[src/hdl/window_raddr_defs.svh]
// ============================================================
// window read address generator, shared widths
// address, coordinate and burst length constants used by the
// package and the computing blocks
// ============================================================
`ifndef WINDOW_RADDR_DEFS_SVH
`define WINDOW_RADDR_DEFS_SVH

// ============================================================
// widths
// ============================================================

// row address inside one sram bank
`define WR_AW 10

// picture coordinate and picture size
`define WR_CW 8

// ============================================================
// burst lengths
// ============================================================

// first window of a strip loads the whole 3x3
`define WR_FULL_BEATS 9

// every later move only brings in one new column or row
`define WR_STEP_BEATS 3

`endif

[src/hdl/window_raddr_pkg.sv]
// ============================================================
// window read address generator types
// shared typedefs, walk state enum and packed structs
// ============================================================
`include "window_raddr_defs.svh"

package window_raddr_pkg;

    typedef logic [1:0]            bank_t;      // sram bank, 0..2
    typedef logic [`WR_AW-1:0]     row_addr_t;  // address inside a bank
    typedef logic [`WR_CW-1:0]     coord_t;     // picture coord or size
    typedef logic [1:0]            offs_t;      // offset in window, 0..2
    typedef logic [3:0]            tap_t;       // register array tap, 0..8
    typedef logic [2:0]            bitpl_t;     // bit plane

    // snake walk states
    typedef enum logic [2:0] {
        IDLE,
        FULL,   // first window, all 9 taps
        RIGHT,
        DOWN1,
        LEFT,
        DOWN2,
        DONE
    } walk_state_e;

    // picture configuration, held for a whole strip
    typedef struct packed {
        coord_t    pic_size;
        logic      pad_en;
        bitpl_t    bitpl;
        row_addr_t base;
    } win_cfg_s;

    // window origin inside the strip plus walk state
    typedef struct packed {
        logic        x;     // origin column, 0 or 1
        coord_t      y;     // origin row
        walk_state_e state;
    } win_pos_s;

    typedef struct packed {
        offs_t col;
        offs_t row;
    } beat_s;

    // one emitted read address
    typedef struct packed {
        bank_t     bank;
        row_addr_t row;
        logic      pad;     // tap lies outside the picture
        tap_t      tap;
    } raddr_beat_s;

endpackage

[src/hdl/snake_walk_fsm.sv]
// ============================================================
// snake walk fsm
// walks the 3x3 window right, down, left, down over one strip,
// counts windows and flags the end of the strip
// ============================================================
`timescale 1ns/1ps
`include "window_raddr_defs.svh"

module snake_walk_fsm
    import window_raddr_pkg::*;
(
    input  logic     SYS_CLK,
    input  logic     SYS_RST,
    input  logic     sop_i,         // start of picture
    input  logic     hsync_i,       // start of next strip
    input  logic     rec_matrix_i,  // register array took a window
    input  logic     busy_i,        // burst still going out
    input  coord_t   pic_size_i,
    output win_pos_s pos_o,
    output logic     burst_go_o,
    output logic     done_o
);

    localparam int CNT_W = `WR_CW + 1;  // 2*(size-2) needs one extra bit

    walk_state_e        state_r;
    walk_state_e        state_nx;
    logic               x_r;
    coord_t             y_r;
    logic [CNT_W-1:0]   win_cnt;
    logic [CNT_W-1:0]   win_last;
    logic               go_r;
    logic               walking;
    logic               start;
    logic               rec_ok;
    logic               last_win;

    // successor in the snake cycle
    function automatic walk_state_e next_move(input walk_state_e s);
        case (s)
            FULL:    return RIGHT;
            RIGHT:   return DOWN1;
            DOWN1:   return LEFT;
            LEFT:    return DOWN2;
            DOWN2:   return RIGHT;
            default: return IDLE;
        endcase
    endfunction

    assign walking  = (state_r != IDLE) && (state_r != DONE);
    assign start    = (sop_i | hsync_i) & ~busy_i & (state_r == IDLE);
    assign rec_ok   = rec_matrix_i & ~busy_i & walking;
    assign win_last = {pic_size_i, 1'b0} - CNT_W'(5);  // window 2*(size-2), 0 based
    assign last_win = rec_ok & (win_cnt == win_last);

    // ============================================================
    // next state
    // ============================================================
    always_comb begin
        state_nx = state_r;
        case (state_r)
            IDLE: begin
                if (start)
                    state_nx = FULL;
            end
            DONE: state_nx = IDLE;             // single cycle
            default: begin
                if (rec_ok)
                    state_nx = last_win ? DONE : next_move(state_r);
            end
        endcase
    end

    // ============================================================
    // state, origin, window count
    // ============================================================
    always_ff @(posedge SYS_CLK or negedge SYS_RST) begin
        if (!SYS_RST) begin
            state_r <= IDLE;
            x_r     <= 1'b0;
            y_r     <= '0;
            win_cnt <= '0;
            go_r    <= 1'b0;
        end else begin
            state_r <= state_nx;
            // burst only on entry to a walk state
            go_r    <= (state_nx != state_r) && (state_nx != DONE) && (state_nx != IDLE);

            if (start)
                win_cnt <= '0;
            else if (rec_ok)
                win_cnt <= win_cnt + 1'b1;

            if (state_nx != state_r) begin
                case (state_nx)
                    FULL: begin
                        x_r <= 1'b0;
                        y_r <= '0;
                    end
                    RIGHT:        x_r <= 1'b1;
                    LEFT:         x_r <= 1'b0;
                    DOWN1, DOWN2: y_r <= y_r + 1'b1;
                    default: ;                 // idle/done keep origin
                endcase
            end
        end
    end

    assign pos_o      = '{x: x_r, y: y_r, state: state_r};
    assign burst_go_o = go_r;
    assign done_o     = (state_r == DONE);

    // done is a pulse, the walk must fall back to idle
    a_done_single: assert property (@(posedge SYS_CLK) disable iff (!SYS_RST)
        (state_r == DONE) |=> (state_r != DONE));

endmodule

[src/hdl/burst_counter.sv]
// ============================================================
// burst counter
// sends 9 beats for the first window, 3 for each move, and
// places the column/row offsets per walk direction
// ============================================================
`timescale 1ns/1ps
`include "window_raddr_defs.svh"

module burst_counter
    import window_raddr_pkg::*;
(
    input  logic        SYS_CLK,
    input  logic        SYS_RST,
    input  logic        burst_go_i,
    input  walk_state_e state_i,
    output beat_s       beat_o,
    output logic        beat_vld_o,
    output logic        busy_o
);

    offs_t      lo_r;       // fast counter
    offs_t      hi_r;       // slow counter, full burst only
    logic       busy_r;
    logic       beat_vld;
    logic       last_beat;
    logic [3:0] burst_len;
    logic [3:0] beat_num;

    // first beat goes out together with burst_go
    assign beat_vld  = burst_go_i | busy_r;
    assign burst_len = (state_i == FULL) ? 4'(`WR_FULL_BEATS) : 4'(`WR_STEP_BEATS);
    assign beat_num  = 4'(hi_r) * 4'd3 + 4'(lo_r) + 4'd1;   // 1 based
    assign last_beat = beat_vld & (beat_num == burst_len);

    always_ff @(posedge SYS_CLK or negedge SYS_RST) begin
        if (!SYS_RST) begin
            lo_r   <= '0;
            hi_r   <= '0;
            busy_r <= 1'b0;
        end else if (beat_vld) begin
            if (last_beat) begin
                lo_r   <= '0;   // counters parked at zero for next go
                hi_r   <= '0;
                busy_r <= 1'b0;
            end else begin
                busy_r <= 1'b1;
                if (lo_r == 2'd2) begin
                    lo_r <= '0;
                    hi_r <= hi_r + 1'b1;
                end else begin
                    lo_r <= lo_r + 1'b1;
                end
            end
        end
    end

    // offsets per direction
    always_comb begin
        case (state_i)
            RIGHT:        beat_o = '{col: 2'd2, row: lo_r};  // new right column
            LEFT:         beat_o = '{col: 2'd0, row: lo_r};  // new left column
            DOWN1, DOWN2: beat_o = '{col: lo_r, row: 2'd2};  // new bottom row
            default:      beat_o = '{col: lo_r, row: hi_r};  // full 3x3
        endcase
    end

    assign beat_vld_o = beat_vld;
    assign busy_o     = busy_r;

    a_no_overlap: assert property (@(posedge SYS_CLK) disable iff (!SYS_RST)
        burst_go_i |-> !busy_o);

endmodule

[src/hdl/addr_calc.sv]
// ============================================================
// sram address calculation
// bank rotation per strip, row address from window position,
// base and bit plane, plus the padding flag
// ============================================================
`timescale 1ns/1ps
`include "window_raddr_defs.svh"

module addr_calc
    import window_raddr_pkg::*;
(
    input  logic      SYS_CLK,
    input  logic      SYS_RST,
    input  logic      sop_i,
    input  logic      hsync_i,
    input  win_cfg_s  cfg_i,
    input  win_pos_s  pos_i,
    input  beat_s     beat_i,
    input  logic      beat_vld_i,
    output bank_t     bank_o,
    output row_addr_t row_o,
    output logic      pad_o,
    output logic      vld_o
);

    localparam int PW = `WR_CW + 3;  // room for 2*strip+3 and a sign

    bank_t      bank_sel;   // bank of strip column 0/1
    coord_t     strip_r;
    logic [1:0] loc_c;      // local column 0..3
    coord_t     loc_r;      // local row
    bank_t      bank_sum;
    bank_t      bank_nx;
    row_addr_t  row_nx;
    logic       pad_nx;
    logic [PW-1:0] px;
    logic [PW-1:0] py;

    // ============================================================
    // bank selection and strip count
    // ============================================================
    always_ff @(posedge SYS_CLK or negedge SYS_RST) begin
        if (!SYS_RST) begin
            bank_sel <= '0;
            strip_r  <= '0;
        end else if (sop_i) begin
            bank_sel <= '0;
            strip_r  <= '0;
        end else if (hsync_i) begin
            bank_sel <= (bank_sel == 2'd2) ? 2'd0 : bank_sel + 1'b1;  // 0,1,2,0
            strip_r  <= strip_r + 1'b1;
        end
    end

    // ============================================================
    // address arithmetic
    // ============================================================
    assign loc_c    = {1'b0, pos_i.x} + beat_i.col;
    assign loc_r    = pos_i.y + coord_t'(beat_i.row);

    // columns 2/3 sit in the next bank, mod 3
    assign bank_sum = bank_sel + bank_t'(loc_c[1]);
    assign bank_nx  = (bank_sum == 2'd3) ? 2'd0 : bank_sum;

    // 8 bit planes per row, odd column after a full column block
    assign row_nx = cfg_i.base + row_addr_t'(cfg_i.bitpl)
                  + row_addr_t'({loc_r, 3'b000})
                  + (loc_c[0] ? row_addr_t'({cfg_i.pic_size, 3'b000}) : '0);

    // negative wraps high, so one unsigned compare covers both edges
    assign px     = PW'({strip_r, 1'b0}) + PW'(loc_c) - PW'(cfg_i.pad_en);
    assign py     = PW'(loc_r) - PW'(cfg_i.pad_en);
    assign pad_nx = (px >= PW'(cfg_i.pic_size)) | (py >= PW'(cfg_i.pic_size));

    // ============================================================
    // output register
    // ============================================================
    always_ff @(posedge SYS_CLK or negedge SYS_RST) begin
        if (!SYS_RST)
            vld_o <= 1'b0;
        else
            vld_o <= beat_vld_i;
    end

    always_ff @(posedge SYS_CLK) begin
        if (beat_vld_i) begin
            bank_o <= bank_nx;
            row_o  <= row_nx;
            pad_o  <= pad_nx;
        end
    end

    a_bank_range: assert property (@(posedge SYS_CLK) disable iff (!SYS_RST)
        vld_o |-> (bank_o != 2'd3));

endmodule

[src/hdl/tap_lut.sv]
// ============================================================
// tap lookup table
// 3x3 table mapping window offsets to register array taps,
// rotated column or row wise as the window moves
// ============================================================
`timescale 1ns/1ps

module tap_lut
    import window_raddr_pkg::*;
(
    input  logic     SYS_CLK,
    input  logic     SYS_RST,
    input  logic     rec_matrix_i,  // accepted window only
    input  win_pos_s pos_i,
    input  beat_s    beat_i,
    output tap_t     tap_o
);

    tap_t tbl [0:2][0:2];   // [row][col]

    // table follows the move that rec_matrix triggers
    always_ff @(posedge SYS_CLK or negedge SYS_RST) begin
        if (!SYS_RST) begin
            for (int r = 0; r < 3; r++) begin
                for (int c = 0; c < 3; c++) begin
                    tbl[r][c] <= tap_t'(3 * r + c);
                end
            end
        end else if (pos_i.state == IDLE) begin
            // back to identity, ready for FULL
            for (int r = 0; r < 3; r++) begin
                for (int c = 0; c < 3; c++) begin
                    tbl[r][c] <= tap_t'(3 * r + c);
                end
            end
        end else if (rec_matrix_i) begin
            case (pos_i.state)
                FULL, DOWN2: begin      // next is RIGHT, columns left
                    for (int r = 0; r < 3; r++) begin
                        tbl[r][0] <= tbl[r][1];
                        tbl[r][1] <= tbl[r][2];
                        tbl[r][2] <= tbl[r][0];
                    end
                end
                DOWN1: begin            // next is LEFT, columns right
                    for (int r = 0; r < 3; r++) begin
                        tbl[r][0] <= tbl[r][2];
                        tbl[r][1] <= tbl[r][0];
                        tbl[r][2] <= tbl[r][1];
                    end
                end
                RIGHT, LEFT: begin      // next is a DOWN, rows up
                    for (int c = 0; c < 3; c++) begin
                        tbl[0][c] <= tbl[1][c];
                        tbl[1][c] <= tbl[2][c];
                        tbl[2][c] <= tbl[0][c];
                    end
                end
                default: ;
            endcase
        end
    end

    // selected tap, aligned with addr_calc
    always_ff @(posedge SYS_CLK) begin
        tap_o <= tbl[beat_i.row][beat_i.col];
    end

endmodule

[src/hdl/window_raddr_gen.sv]
// ============================================================
// window read address generator top
// snake walk, burst counter, address calc and tap table,
// emitting one valid-only read address stream
// ============================================================
`timescale 1ns/1ps

module window_raddr_gen
    import window_raddr_pkg::*;
(
    input  logic        SYS_CLK,
    input  logic        SYS_RST,
    input  logic        sop_i,
    input  logic        hsync_i,
    input  logic        rec_matrix_i,
    input  win_cfg_s    cfg_i,
    output raddr_beat_s raddr_o,
    output logic        raddr_vld_o,
    output logic        done_o
);

    win_pos_s  pos;
    beat_s     beat;
    logic      burst_go;
    logic      busy;
    logic      walk_busy;   // burst_go cycle counts as busy too
    logic      rec_take;
    logic      beat_vld;
    bank_t     bank;
    row_addr_t row;
    logic      pad;
    tap_t      tap;

    assign walk_busy = busy | burst_go;
    assign rec_take  = rec_matrix_i & ~walk_busy;  // same gating as the fsm

    // ============================================================
    // walk and burst
    // ============================================================
    snake_walk_fsm u_snake_walk_fsm (
        .SYS_CLK      (SYS_CLK),
        .SYS_RST      (SYS_RST),
        .sop_i        (sop_i),
        .hsync_i      (hsync_i),
        .rec_matrix_i (rec_matrix_i),
        .busy_i       (walk_busy),
        .pic_size_i   (cfg_i.pic_size),
        .pos_o        (pos),
        .burst_go_o   (burst_go),
        .done_o       (done_o)
    );

    burst_counter u_burst_counter (
        .SYS_CLK    (SYS_CLK),
        .SYS_RST    (SYS_RST),
        .burst_go_i (burst_go),
        .state_i    (pos.state),
        .beat_o     (beat),
        .beat_vld_o (beat_vld),
        .busy_o     (busy)
    );

    // ============================================================
    // address and tap, one cycle each
    // ============================================================
    addr_calc u_addr_calc (
        .SYS_CLK    (SYS_CLK),
        .SYS_RST    (SYS_RST),
        .sop_i      (sop_i),
        .hsync_i    (hsync_i),
        .cfg_i      (cfg_i),
        .pos_i      (pos),
        .beat_i     (beat),
        .beat_vld_i (beat_vld),
        .bank_o     (bank),
        .row_o      (row),
        .pad_o      (pad),
        .vld_o      (raddr_vld_o)
    );

    tap_lut u_tap_lut (
        .SYS_CLK      (SYS_CLK),
        .SYS_RST      (SYS_RST),
        .rec_matrix_i (rec_take),
        .pos_i        (pos),
        .beat_i       (beat),
        .tap_o        (tap)
    );

    assign raddr_o = '{bank: bank, row: row, pad: pad, tap: tap};

endmodule

[config.mk]
export PLATFORM = sky130hd
export DESIGN_NAME = window_raddr_gen
export DESIGN_NICKNAME = d
export VERILOG_FILES = /design/src/hdl/window_raddr_pkg.sv /design/src/hdl/snake_walk_fsm.sv /design/src/hdl/burst_counter.sv /design/src/hdl/addr_calc.sv /design/src/hdl/tap_lut.sv /design/src/hdl/window_raddr_gen.sv
export VERILOG_INCLUDE_DIRS = /design/src /design/src/hdl
export SDC_FILE = /design/constraint.sdc
export NUM_CORES = 1
export LEC_CHECK = 0
export ABC_CLOCK_PERIOD_IN_PS = 9900
export BUFFER_PORTS_ARGS = -buffer_cell sky130_fd_sc_hd__buf_2
export CORE_MARGIN = 3
export CORE_UTILIZATION = 40
export CTS_CLUSTER_DIAMETER = 80
export DETAILED_ROUTE_END_ITERATION = 8
export MAX_ROUTING_LAYER = met4
export PLACE_DENSITY = 0.62
export SETUP_SLACK_MARGIN = 0.1
export SYNTH_ARGS = -nofsm -noshare
export SYNTH_HDL_FRONTEND = slang
export SYNTH_SLANG_ARGS = --single-unit
export TNS_END_PERCENT = 5
[constraint.sdc]
create_clock -name SYS_CLK -period 9.9 [get_ports SYS_CLK]
set_input_delay 1.98 -clock SYS_CLK [delete_from_list [all_inputs] [get_ports SYS_CLK]]
set_output_delay 1.98 -clock SYS_CLK [all_outputs]
set_load 0.05 [all_outputs]
==> results of run 1 <==
[cell type report]
type / count / area [µm²]
inverters: 37 / 139
multi-input cells: 560 / 4010
flip-flops and latches: 91 / 2340
well taps: 216 / 270
fillers: 1511 / 8720
repair buffers: 53 / 285
clock inverters: 4 / 30.0
clock buffers: 12 / 268
[state kept, by name, summed over array words and instances (netlist names), 2 cells and up]
signal and flops:
u_snake_walk_fsm.y_r 8, u_burst_counter.lo_r 2, u_addr_calc.row_o 10, u_snake_walk_fsm.state_r 3
u_addr_calc.bank_o 2, u_burst_counter.hi_r 2, u_snake_walk_fsm.win_cnt 9, u_addr_calc.bank_sel 2
u_tap_lut.tbl 36, u_addr_calc.strip_r 8, u_tap_lut.tap_o 4
[through the flow]
stage / power (mW) / hold slack [ns] / setup slack, ns
global route: 2.56 / 0.518 / 3.35
finish: 2.37 / 0.500 / 3.96
CTS: 2.38 / 0.503 / 3.97
detailed placement: 2.02 / 0.493 / 3.98
global placement: 1.99 / 0.490 / 4.27
floorplan: 1.71 / 0.471 / 5.41
[per-layer routing]
layer	global-route usage, %	part of all wire, %
met3	2.31	4.4
met4	6.16	1.6
met1	24.7	49
met5	-	0
met2	27.1	45
[report_power, final]
part / switching, mW / internal [mW] / leakage [nW]
Combinational: 0.844 / 0.548 / 1.94
Clock: 0.151 / 0.194 / 0.144
Sequential: 0.103 / 0.525 / 1.13
[placed cells by master (no fill, tap or decap), types with 8 or more instances in the layout]
cell type	Yosys	layout
o21ai_0	38	38
buf_4	2	8
nand4_1	13	13
dfstp_2	13	13
nand2_1	64	64
inv_1	37	37
a22o_1	23	23
a21oi_1	70	70
nand3_1	15	15
dfrtp_1	61	61
xnor2_1	31	31
ha_1	45	45
nor2_1	59	58
a21o_1	8	8
or3_1	8	8
and3_1	10	10
xor2_1	21	21
a221oi_1	13	13
clkbuf_16	0	10
fa_1	10	10
buf_2	7	45
mux2i_1	11	11
edfxtp_1	13	13
a22oi_1	9	9
[worst max path at each step]
stage / start / to / slack [ns] / depth (start not counted)
finish: u_snake_walk_fsm.state_r[2]$_DFF_PN0_ / u_addr_calc.pad_o$_DFFE_PP_ / 3.96 / 20
global route: u_snake_walk_fsm.state_r[2]$_DFF_PN0_ / u_addr_calc.pad_o$_DFFE_PP_ / 3.35 / 21
CTS: u_snake_walk_fsm.state_r[2]$_DFF_PN0_ / u_addr_calc.pad_o$_DFFE_PP_ / 3.97 / 20
detailed placement: u_snake_walk_fsm.state_r[2]$_DFF_PN0_ / u_addr_calc.pad_o$_DFFE_PP_ / 3.98 / 20
global placement: u_snake_walk_fsm.state_r[2]$_DFF_PN0_ / u_addr_calc.pad_o$_DFFE_PP_ / 4.27 / 19
floorplan: cfg_i[13] / u_addr_calc.pad_o$_DFFE_PP_ / 5.41 / 14
[worst min-delay path, stage by stage (launching register included)]
cell and delay [ns]:
dfstp_2 0.39, nand2_1 0.05, a21oi_1 0.06
[logic make-up after synthesis]
| family | count (synthesis) | share of synthesized area [%] |
|---|---|---|
| xor gates and xnor gates | 53 | 7.09 |
| DFF | 91 | 35.2 |
| adders and majority gates | 55 | 11.5 |
| AOI/OAI and AO/OA | 209 | 21.2 |
| and+or+nand+nor | 222 | 16.4 |
| muxes | 21 | 4.03 |
| buffers and inverters | 76 | 4.65 |
==> reports/metrics.yaml, run 1 <==
status:
  status: "complete, no violations"
routing:
  vias: 5528
  routed_wl_um: 15700
  first_pass_iters: 5
  post_drt_wl_per_cell_um: 16.1
  avgViaCountPerCell: 5.68
  drc: 0
  drt-initial-drc-count: 516
  detail-route-antenna-nets: 0
clock_tree:
  cts_htree_levels: 3
  cts_buffers: 9
  clockBufferDepth: 2
  cts_tree: "done"
  post_cts_buffers: 0
  clkSlewWorstSetupHoldPaths_ns: 0.07
  clock_latency_ns: 0.35
  cts-resized-gates: 0
  cts_root_buffer: "clkbuf_16"
  cts_hold_buf: 0
  cts.sinks: 91
final_layout:
  post-route-cell-area_um2: 7340
  area_growth_pct: 10.4
  insertedDiodeCount: 0
  final_util_pct: 45.7
  fin_nets: 834
  drive_gt1_share_pct: 14.0
  instances_no_fill: 973
logic_synthesis:
  yosysMostFrequentCell: "a21oi_1"
  ys_async_sr_fraction_pct: 81.3
  synth_area_leader_cell: "dfrtp_1"
  yosysSeqAreaShare_pct: 35.2
  ys.flop_type: "dfrtp_1"
  synth_cell_types: 73
  yosysTopAreaCellShare_pct: 22.9
  synth_area_um2: 6650
  syn-mean-instance-area_um2: 9.15
  synth_seq_cells: 91
  synth.area.top_cells: "dfrtp_1 23%, ha_1 8.5%, edfxtp_1 5.9%, a21oi_1 5.3%, dfstp_2 5.1%"
  synth_edf_count: 13
  syn_nets: 809
  synth_common_cells: "70 x a21oi_1, 64 x nand2_1, 61 x dfrtp_1"
  yosys_warnings: 0
  synthCells: 727
hold_path:
  min_from: "u_tap_lut.tbl[5]$_DFFE_PN1P_"
  hold-path-cell-count: 2
  min_path_type: "register to register"
  holdPathEnd: "u_tap_lut.tbl[9]$_DFFE_PN1P_"
placement:
  place_inst: 957
  port_buffers: 45
  dpl_cell_area_um2: 7040
  routabilityCongestion: 0.916
  hpwl_um: 11200
global_route:
  antenna_found_initial: 0
  first_global_vias: 5194
  grt_use_total_pct: 17.8
  grt_pass1_wl_um: 25800
  grt_overflow_total: 0
  grt_max_degree: 75
die:
  die_x_um: 135
  initial_core_util_pct: 41.4
  coreArea_um2: 16100
  top_level_ports: 46
  die-area_um2: 18200
  die_y_um: 135
  rows: 46
setup_path:
  crit_type: "register to register"
  cp-start-kind: "register"
  reg2reg_to: "u_addr_calc.pad_o$_DFFE_PP_"
  ff2ff_setup_slack_ns: 3.96
  end_kind: "register"
  r2r_start: "u_snake_walk_fsm.state_r[2]$_DFF_PN0_"
  path_delay_family: "simple AND/OR/NAND/NOR gates"
  cp.arrival_ns: 6.03
  cpMaxStageDelayCell: "nor3b_1"
  worstPathMaxFanout: 39
  worst_ep_required_time_ns: 9.99
  worstPathCellList: "xor2_2 > and2_1 > buf_4 > nand2b_1 > inv_1 > ha_1 > xnor2_1 > ha_1 > ha_1 > nor3b_1 > nor2_1 > a31oi_1 > a22oi_1 > xnor2_1 > ha_1 > a21oi_1 > nor2b_1 > o31a_1 > nor4_1 > nand2_1"
  reg2regPathDepth: 20
  path_buf_inv: 2
  path_common_cell: "ha_1"
  max_stage_delay_ns: 0.66
timing:
  fin_crit_ns: 5.94
  rsz0062_at_grt: "false"
  finalMaxSlewViolations: 0
  hold_viol: 0
  finalCritPeriodShare_pct: 60.0
  setup_viol: 0
  relSlewSlack_pct: 29.5
  worst_pin_slew_ns: 1.05
  fin_setup_tns_ns: 0
  max_freq_mhz: 168
  clock_skew_ns: 0.00879
power:
  vdd_drop_max_v: 0.000179
  p_per_area_nw_per_um2: 322
  p_leak_nw: 3.21
job:
  maxCapViolations: 0
Power figures use the tool's default switching activity.
==> run 2, diff against run 1 <==
Settings changed: ABC_CLOCK_PERIOD_IN_PS 9900 to 5350, PLACE_DENSITY 0.62 to 0.64.
Clock period 9.9 ns to 5.35 ns, I/O delays scaled along.
==> reports/metrics.yaml, run 2 (same netlist as run 1, synthesis figures left out) <==
clock_tree:
  cts_root_buffer: "clkbuf_16"
  cts_tree: "done"
  clockBufferDepth: 2
  cts-resized-gates: 0
  cts_buffers: 9
  cts_htree_levels: 3
  post_cts_buffers: 0
  clkSlewWorstSetupHoldPaths_ns: 0.07
  cts.sinks: 91
  clock_latency_ns: 0.36
  cts_hold_buf: 0
timing:
  clock_skew_ns: 0.00832
  fin_crit_ns: 4.79
  relSlewSlack_pct: 28.2
  setup_viol: 0
  finalCritPeriodShare_pct: 89.5
  fin_setup_tns_ns: 0
  hold_viol: 0
  max_freq_mhz: 209
  worst_pin_slew_ns: 1.07
  rsz0062_at_grt: "false"
  finalMaxSlewViolations: 0
global_route:
  first_global_vias: 5213
  grt_max_degree: 75
  grt_overflow_total: 0
  grt_pass1_wl_um: 26300
  antenna_found_initial: 0
  grt_use_total_pct: 18.4
setup_path:
  worstPathMaxFanout: 12
  crit_type: "register to register"
  worst_ep_required_time_ns: 5.45
  critPathLaunch: "u_snake_walk_fsm.state_r[1]$_DFF_PN0_"
  cp.arrival_ns: 4.89
  cp-start-kind: "register"
  reg2regPathDepth: 20
  reg2reg_to: "u_addr_calc.pad_o$_DFFE_PP_"
  r2r_start: "u_snake_walk_fsm.state_r[1]$_DFF_PN0_"
  end_kind: "register"
  crit_end: "u_addr_calc.pad_o$_DFFE_PP_"
  ff2ff_setup_slack_ns: 0.56
die:
  initial_core_util_pct: 41.4
  die-area_um2: 18200
  coreArea_um2: 16100
  die_y_um: 135
  die_x_um: 135
  rows: 46
  top_level_ports: 46
routing:
  routed_wl_um: 15800
  post_drt_wl_per_cell_um: 16.2
  detail-route-antenna-nets: 0
  drc: 0
  avgViaCountPerCell: 5.58
  first_pass_iters: 5
  drt-initial-drc-count: 366
  vias: 5452
power:
  p_leak_nw: 3.22
  finalPower_mw: 4.38
  p_per_area_nw_per_um2: 595
  vdd_drop_max_v: 0.000362
final_layout:
  instances_no_fill: 977
  fin_nets: 838
  area_growth_pct: 10.5
  regMostFlops: "u_tap_lut.tbl"
  n_fill_cell: 1559
  insertedDiodeCount: 0
  drive_gt1_share_pct: 14.5
  final_cell_mix: "70 x a21oi_1, 64 x nand2_1, 61 x dfrtp_1"
  largest_registers: "u_tap_lut.tbl: 36 flops, u_addr_calc.row_o: 10 flops, u_snake_walk_fsm.win_cnt: 9 flops"
  final_common_cell: "a21oi_1"
  largest_reg_flops: 36
status:
  status: "complete, no violations"
placement:
  routabilityCongestion: 0.902
  hpwl_um: 11100
  port_buffers: 45
  place_inst: 961
job:
  maxCapViolations: 0
hold_path:
  min_path_type: "register to register"
run 2: cell count changes in the layout (fill, tap and decap cells not counted), sizes merged:
cell / change
clkinvlp: -1
inv: +3
buf: +4
clkbuf: -2
run 2: cell type report:
| type | instances | area (µm²) | share of cell area (%) |
|---|---|---|---|
| clock buffers | 10 | 229 | 3.11 |
| clock inverters | 6 | 46.3 | 0.630 |
| inverters | 37 | 139 | 1.89 |
| multi-input cells | 560 | 4010 | 54.6 |
| flip-flops and latches | 91 | 2340 | 31.8 |
| well taps | 216 | 270 | 3.68 |
| repair buffers | 57 | 318 | 4.32 |
run 2: how the worst min path moves through the flow:
| stage | slack [ns] | cells past startpoint | to | start |
|---|---|---|---|---|
| 5_1_grt | 0.53 | 2 | u_tap_lut.tbl[12]$_DFFE_PN1P_ | u_tap_lut.tbl[20]$_DFFE_PN1P_ |
| 3_5_place_dp | 0.49 | 2 | u_tap_lut.tbl[12]$_DFFE_PN1P_ | u_tap_lut.tbl[20]$_DFFE_PN1P_ |
| 2_1_floorplan | 0.47 | 2 | u_tap_lut.tbl[12]$_DFFE_PN1P_ | u_tap_lut.tbl[20]$_DFFE_PN1P_ |
| 3_3_place_gp | 0.49 | 2 | u_tap_lut.tbl[12]$_DFFE_PN1P_ | u_tap_lut.tbl[20]$_DFFE_PN1P_ |
| 4_1_cts | 0.51 | 2 | u_tap_lut.tbl[12]$_DFFE_PN1P_ | u_tap_lut.tbl[20]$_DFFE_PN1P_ |
| 6_report | 0.51 | 2 | u_tap_lut.tbl[12]$_DFFE_PN1P_ | u_tap_lut.tbl[20]$_DFFE_PN1P_ |
run 2: metal layers:
layer  vias to the layer above  part of all wire (%)  track usage, %
met5                         -                     0               -
met4                         0                   1.6            4.93
met3                        20                   4.3            4.51
met2                       104                    48            29.5
met1                      2621                    46            23.5
li1                       2707                     -               -
run 2: report_power, final:
group	total, mW	internal (mW)	leakage (nW)	switching (mW)
Sequential	1.15	0.972	1.13	0.173
Combinational	2.62	1.03	1.96	1.59
Clock	0.614	0.321	0.140	0.293
Total	4.38	2.32	3.22	2.05
run 2: per-stage QoR:
step	setup WS [ns]	utilization, %	area (µm²)	hold WS [ns]
final	0.562	45.8	7350	0.509
after global routing	0.183	45.8	7350	0.532
after CTS	0.572	45.8	7350	0.510
after detailed placement	0.596	44.1	7080	0.494
after global placement	0.717	44.1	7080	0.493
after floorplan	0.869	-	6650	0.471
run 2: worst max-delay path: stages, from the launching register on:
cell and delay, ns:
dfrtp_1 0.58, xor2_2 0.30, and2_1 0.18, nand2b_1 0.14
inv_1 0.05, ha_1 0.19, xnor2_1 0.36, ha_1 0.32
ha_1 0.29, nor2b_1 0.24, nand2_1 0.10, xor2_1 0.15
a22oi_1 0.21, xnor2_1 0.14, ha_1 0.27, a21o_1 0.18
a21oi_1 0.14, nor2b_1 0.06, o31a_1 0.27, nor4_1 0.27
nand2_1 0.07
==> run 3, diff against run 2 <==
Settings changed: CORE_UTILIZATION 40 to 45, PLACE_DENSITY 0.64 to 0.65.
==> reports/metrics.yaml, run 3 (same netlist as run 1, synthesis figures left out) <==
setup_path:
  crit_type: "register to register"
  cp-start-kind: "register"
  end_kind: "register"
  reg2regPathDepth: 20
  r2r_start: "u_snake_walk_fsm.state_r[2]$_DFF_PN0_"
  ff2ff_setup_slack_ns: 0.46
  reg2reg_to: "u_addr_calc.pad_o$_DFFE_PP_"
  critPathLaunch: "u_snake_walk_fsm.state_r[2]$_DFF_PN0_"
  crit_end: "u_addr_calc.pad_o$_DFFE_PP_"
  worst_ep_required_time_ns: 5.44
  cp.arrival_ns: 4.98
  worstPathMaxFanout: 13
clock_tree:
  cts_htree_levels: 3
  cts_root_buffer: "clkbuf_16"
  cts_tree: "done"
  cts-resized-gates: 0
  clockBufferDepth: 2
  cts_buffers: 9
  cts_hold_buf: 0
  post_cts_buffers: 0
  clock_latency_ns: 0.35
  cts.sinks: 91
  clkSlewWorstSetupHoldPaths_ns: 0.07
timing:
  max_freq_mhz: 205
  setup_viol: 0
  hold_viol: 0
  fin_crit_ns: 4.89
  worst_pin_slew_ns: 1.12
  clock_skew_ns: 0.0107
  rsz0062_at_grt: "false"
  fin_setup_tns_ns: 0
  finalMaxSlewViolations: 0
  relSlewSlack_pct: 24.5
  finalCritPeriodShare_pct: 91.4
final_layout:
  insertedDiodeCount: 0
  multi_input_area_um2: 4010
  post-route-cell-area_um2: 7320
  fin_nets: 836
  regMostFlops: "u_tap_lut.tbl"
  final_cell_mix: "70 x a21oi_1, 64 x nand2_1, 61 x dfrtp_1"
  final_common_cell: "a21oi_1"
  area_growth_pct: 10.1
  drive_gt1_share_pct: 14.2
  register_area_um2: 2340
  n_fill_cell: 1280
  largest_reg_flops: 36
  largest_registers: "u_tap_lut.tbl: 36 flops, u_addr_calc.row_o: 10 flops, u_snake_walk_fsm.win_cnt: 9 flops"
routing:
  detail-route-antenna-nets: 0
  routed_wl_um: 15800
  avgViaCountPerCell: 5.93
  post_drt_wl_per_cell_um: 16.8
  drc: 0
  first_pass_iters: 5
  drt-initial-drc-count: 328
  vias: 5566
global_route:
  grt_pass1_wl_um: 26600
  grt_max_degree: 48
  grt_overflow_total: 0
  grt_use_total_pct: 20.4
  antenna_found_initial: 0
  first_global_vias: 5414
power:
  pwr-share-comb_pct: 58.7
  p_switching_mw: 2.05
  switching_share_pct: 46.4
  p_int_mw: 2.37
  seqPwrFrac_pct: 26.3
  p_per_area_nw_per_um2: 603
  vdd_drop_max_v: 0.000238
  p_leak_nw: 3.22
  pwr-share-clk_pct: 15.0
hold_path:
  min_from: "u_tap_lut.tbl[5]$_DFFE_PN1P_"
  min_path_type: "register to register"
placement:
  routabilityCongestion: 0.909
  port_buffers: 45
  dpl_cell_area_um2: 7010
  hpwl_um: 11300
status:
  status: "complete, no violations"
die:
  coreArea_um2: 14100
  rows: 43
  top_level_ports: 46
  die_y_um: 128
  initial_core_util_pct: 47.0
  die-area_um2: 16300
  die_x_um: 128
job:
  maxCapViolations: 0
## run 3: power by group through the flow
stage | combinational, mW | sequential (mW) | clock (mW)
6_report | 2.59 | 1.16 | 0.662
5_1_grt | 2.90 | 1.19 | 0.707
4_1_cts | 2.61 | 1.16 | 0.679
3_5_place_dp | 2.60 | 1.17 | 0
3_3_place_gp | 2.52 | 1.17 | 0
2_1_floorplan | 1.84 | 1.32 | 0
## run 3: cell type report
type	count	area share [%]
multi-input combinational	560	54.8
sequential	91	31.9
timing repair buffer	55	4.10
clock buffer	13	3.84
tap	180	3.08
inverter	37	1.90
clock inverter	3	0.359
## run 3: how the worst min path moves through the flow
stage | to | slack [ns] | depth (start not counted)
detailed placement | u_tap_lut.tbl[9]$_DFFE_PN1P_ | 0.49 | 2
CTS | u_tap_lut.tbl[9]$_DFFE_PN1P_ | 0.51 | 2
finish | u_tap_lut.tbl[9]$_DFFE_PN1P_ | 0.51 | 2
global route | u_tap_lut.tbl[20]$_DFFE_PN1P_ | 0.54 | 2
global placement | u_tap_lut.tbl[10]$_DFFE_PN1P_ | 0.49 | 2
floorplan | u_tap_lut.tbl[12]$_DFFE_PN1P_ | 0.47 | 2
## run 3: layer usage
metal / part of all wire (%) / GRT usage, % / vias to the layer above
li1: - / - / 2712
met2: 47 / 31.5 / 132
met4: 1.4 / 5.43 / 0
met1: 46 / 28.0 / 2703
met5: 0 / - / -
met3: 4.8 / 3.43 / 19
## run 3: metrics by stage
stage          utilization [%]  setup slack, ns  power, mW  hold slack [ns]  cells
5_1_grt                   51.7            0.197       4.80            0.541    939
3_3_place_gp              49.6            0.777       3.69            0.486    923
6_report                  51.7            0.462       4.41            0.512    939
2_1_floorplan                -            0.869       3.16            0.471    727
3_5_place_dp              49.6            0.528       3.77            0.491    923
4_1_cts                   51.7            0.503       4.45            0.508    939
## run 3: worst max-delay path, stage by stage (launching register included)
cell      delay (ns)
dfrtp_1         0.63
xor2_2          0.31
and2_1          0.19
nand2b_1        0.13
inv_1           0.05
ha_1            0.18
xnor2_1         0.30
ha_1            0.29
ha_1            0.29
nor2b_1         0.26
nand2_1         0.11
xor2_1          0.15
a22oi_1         0.22
xnor2_1         0.15
ha_1            0.26
a21o_1          0.18
a21oi_1         0.14
nor2b_1         0.06
o31a_1          0.27
nor4_1          0.35
nand2_1         0.09
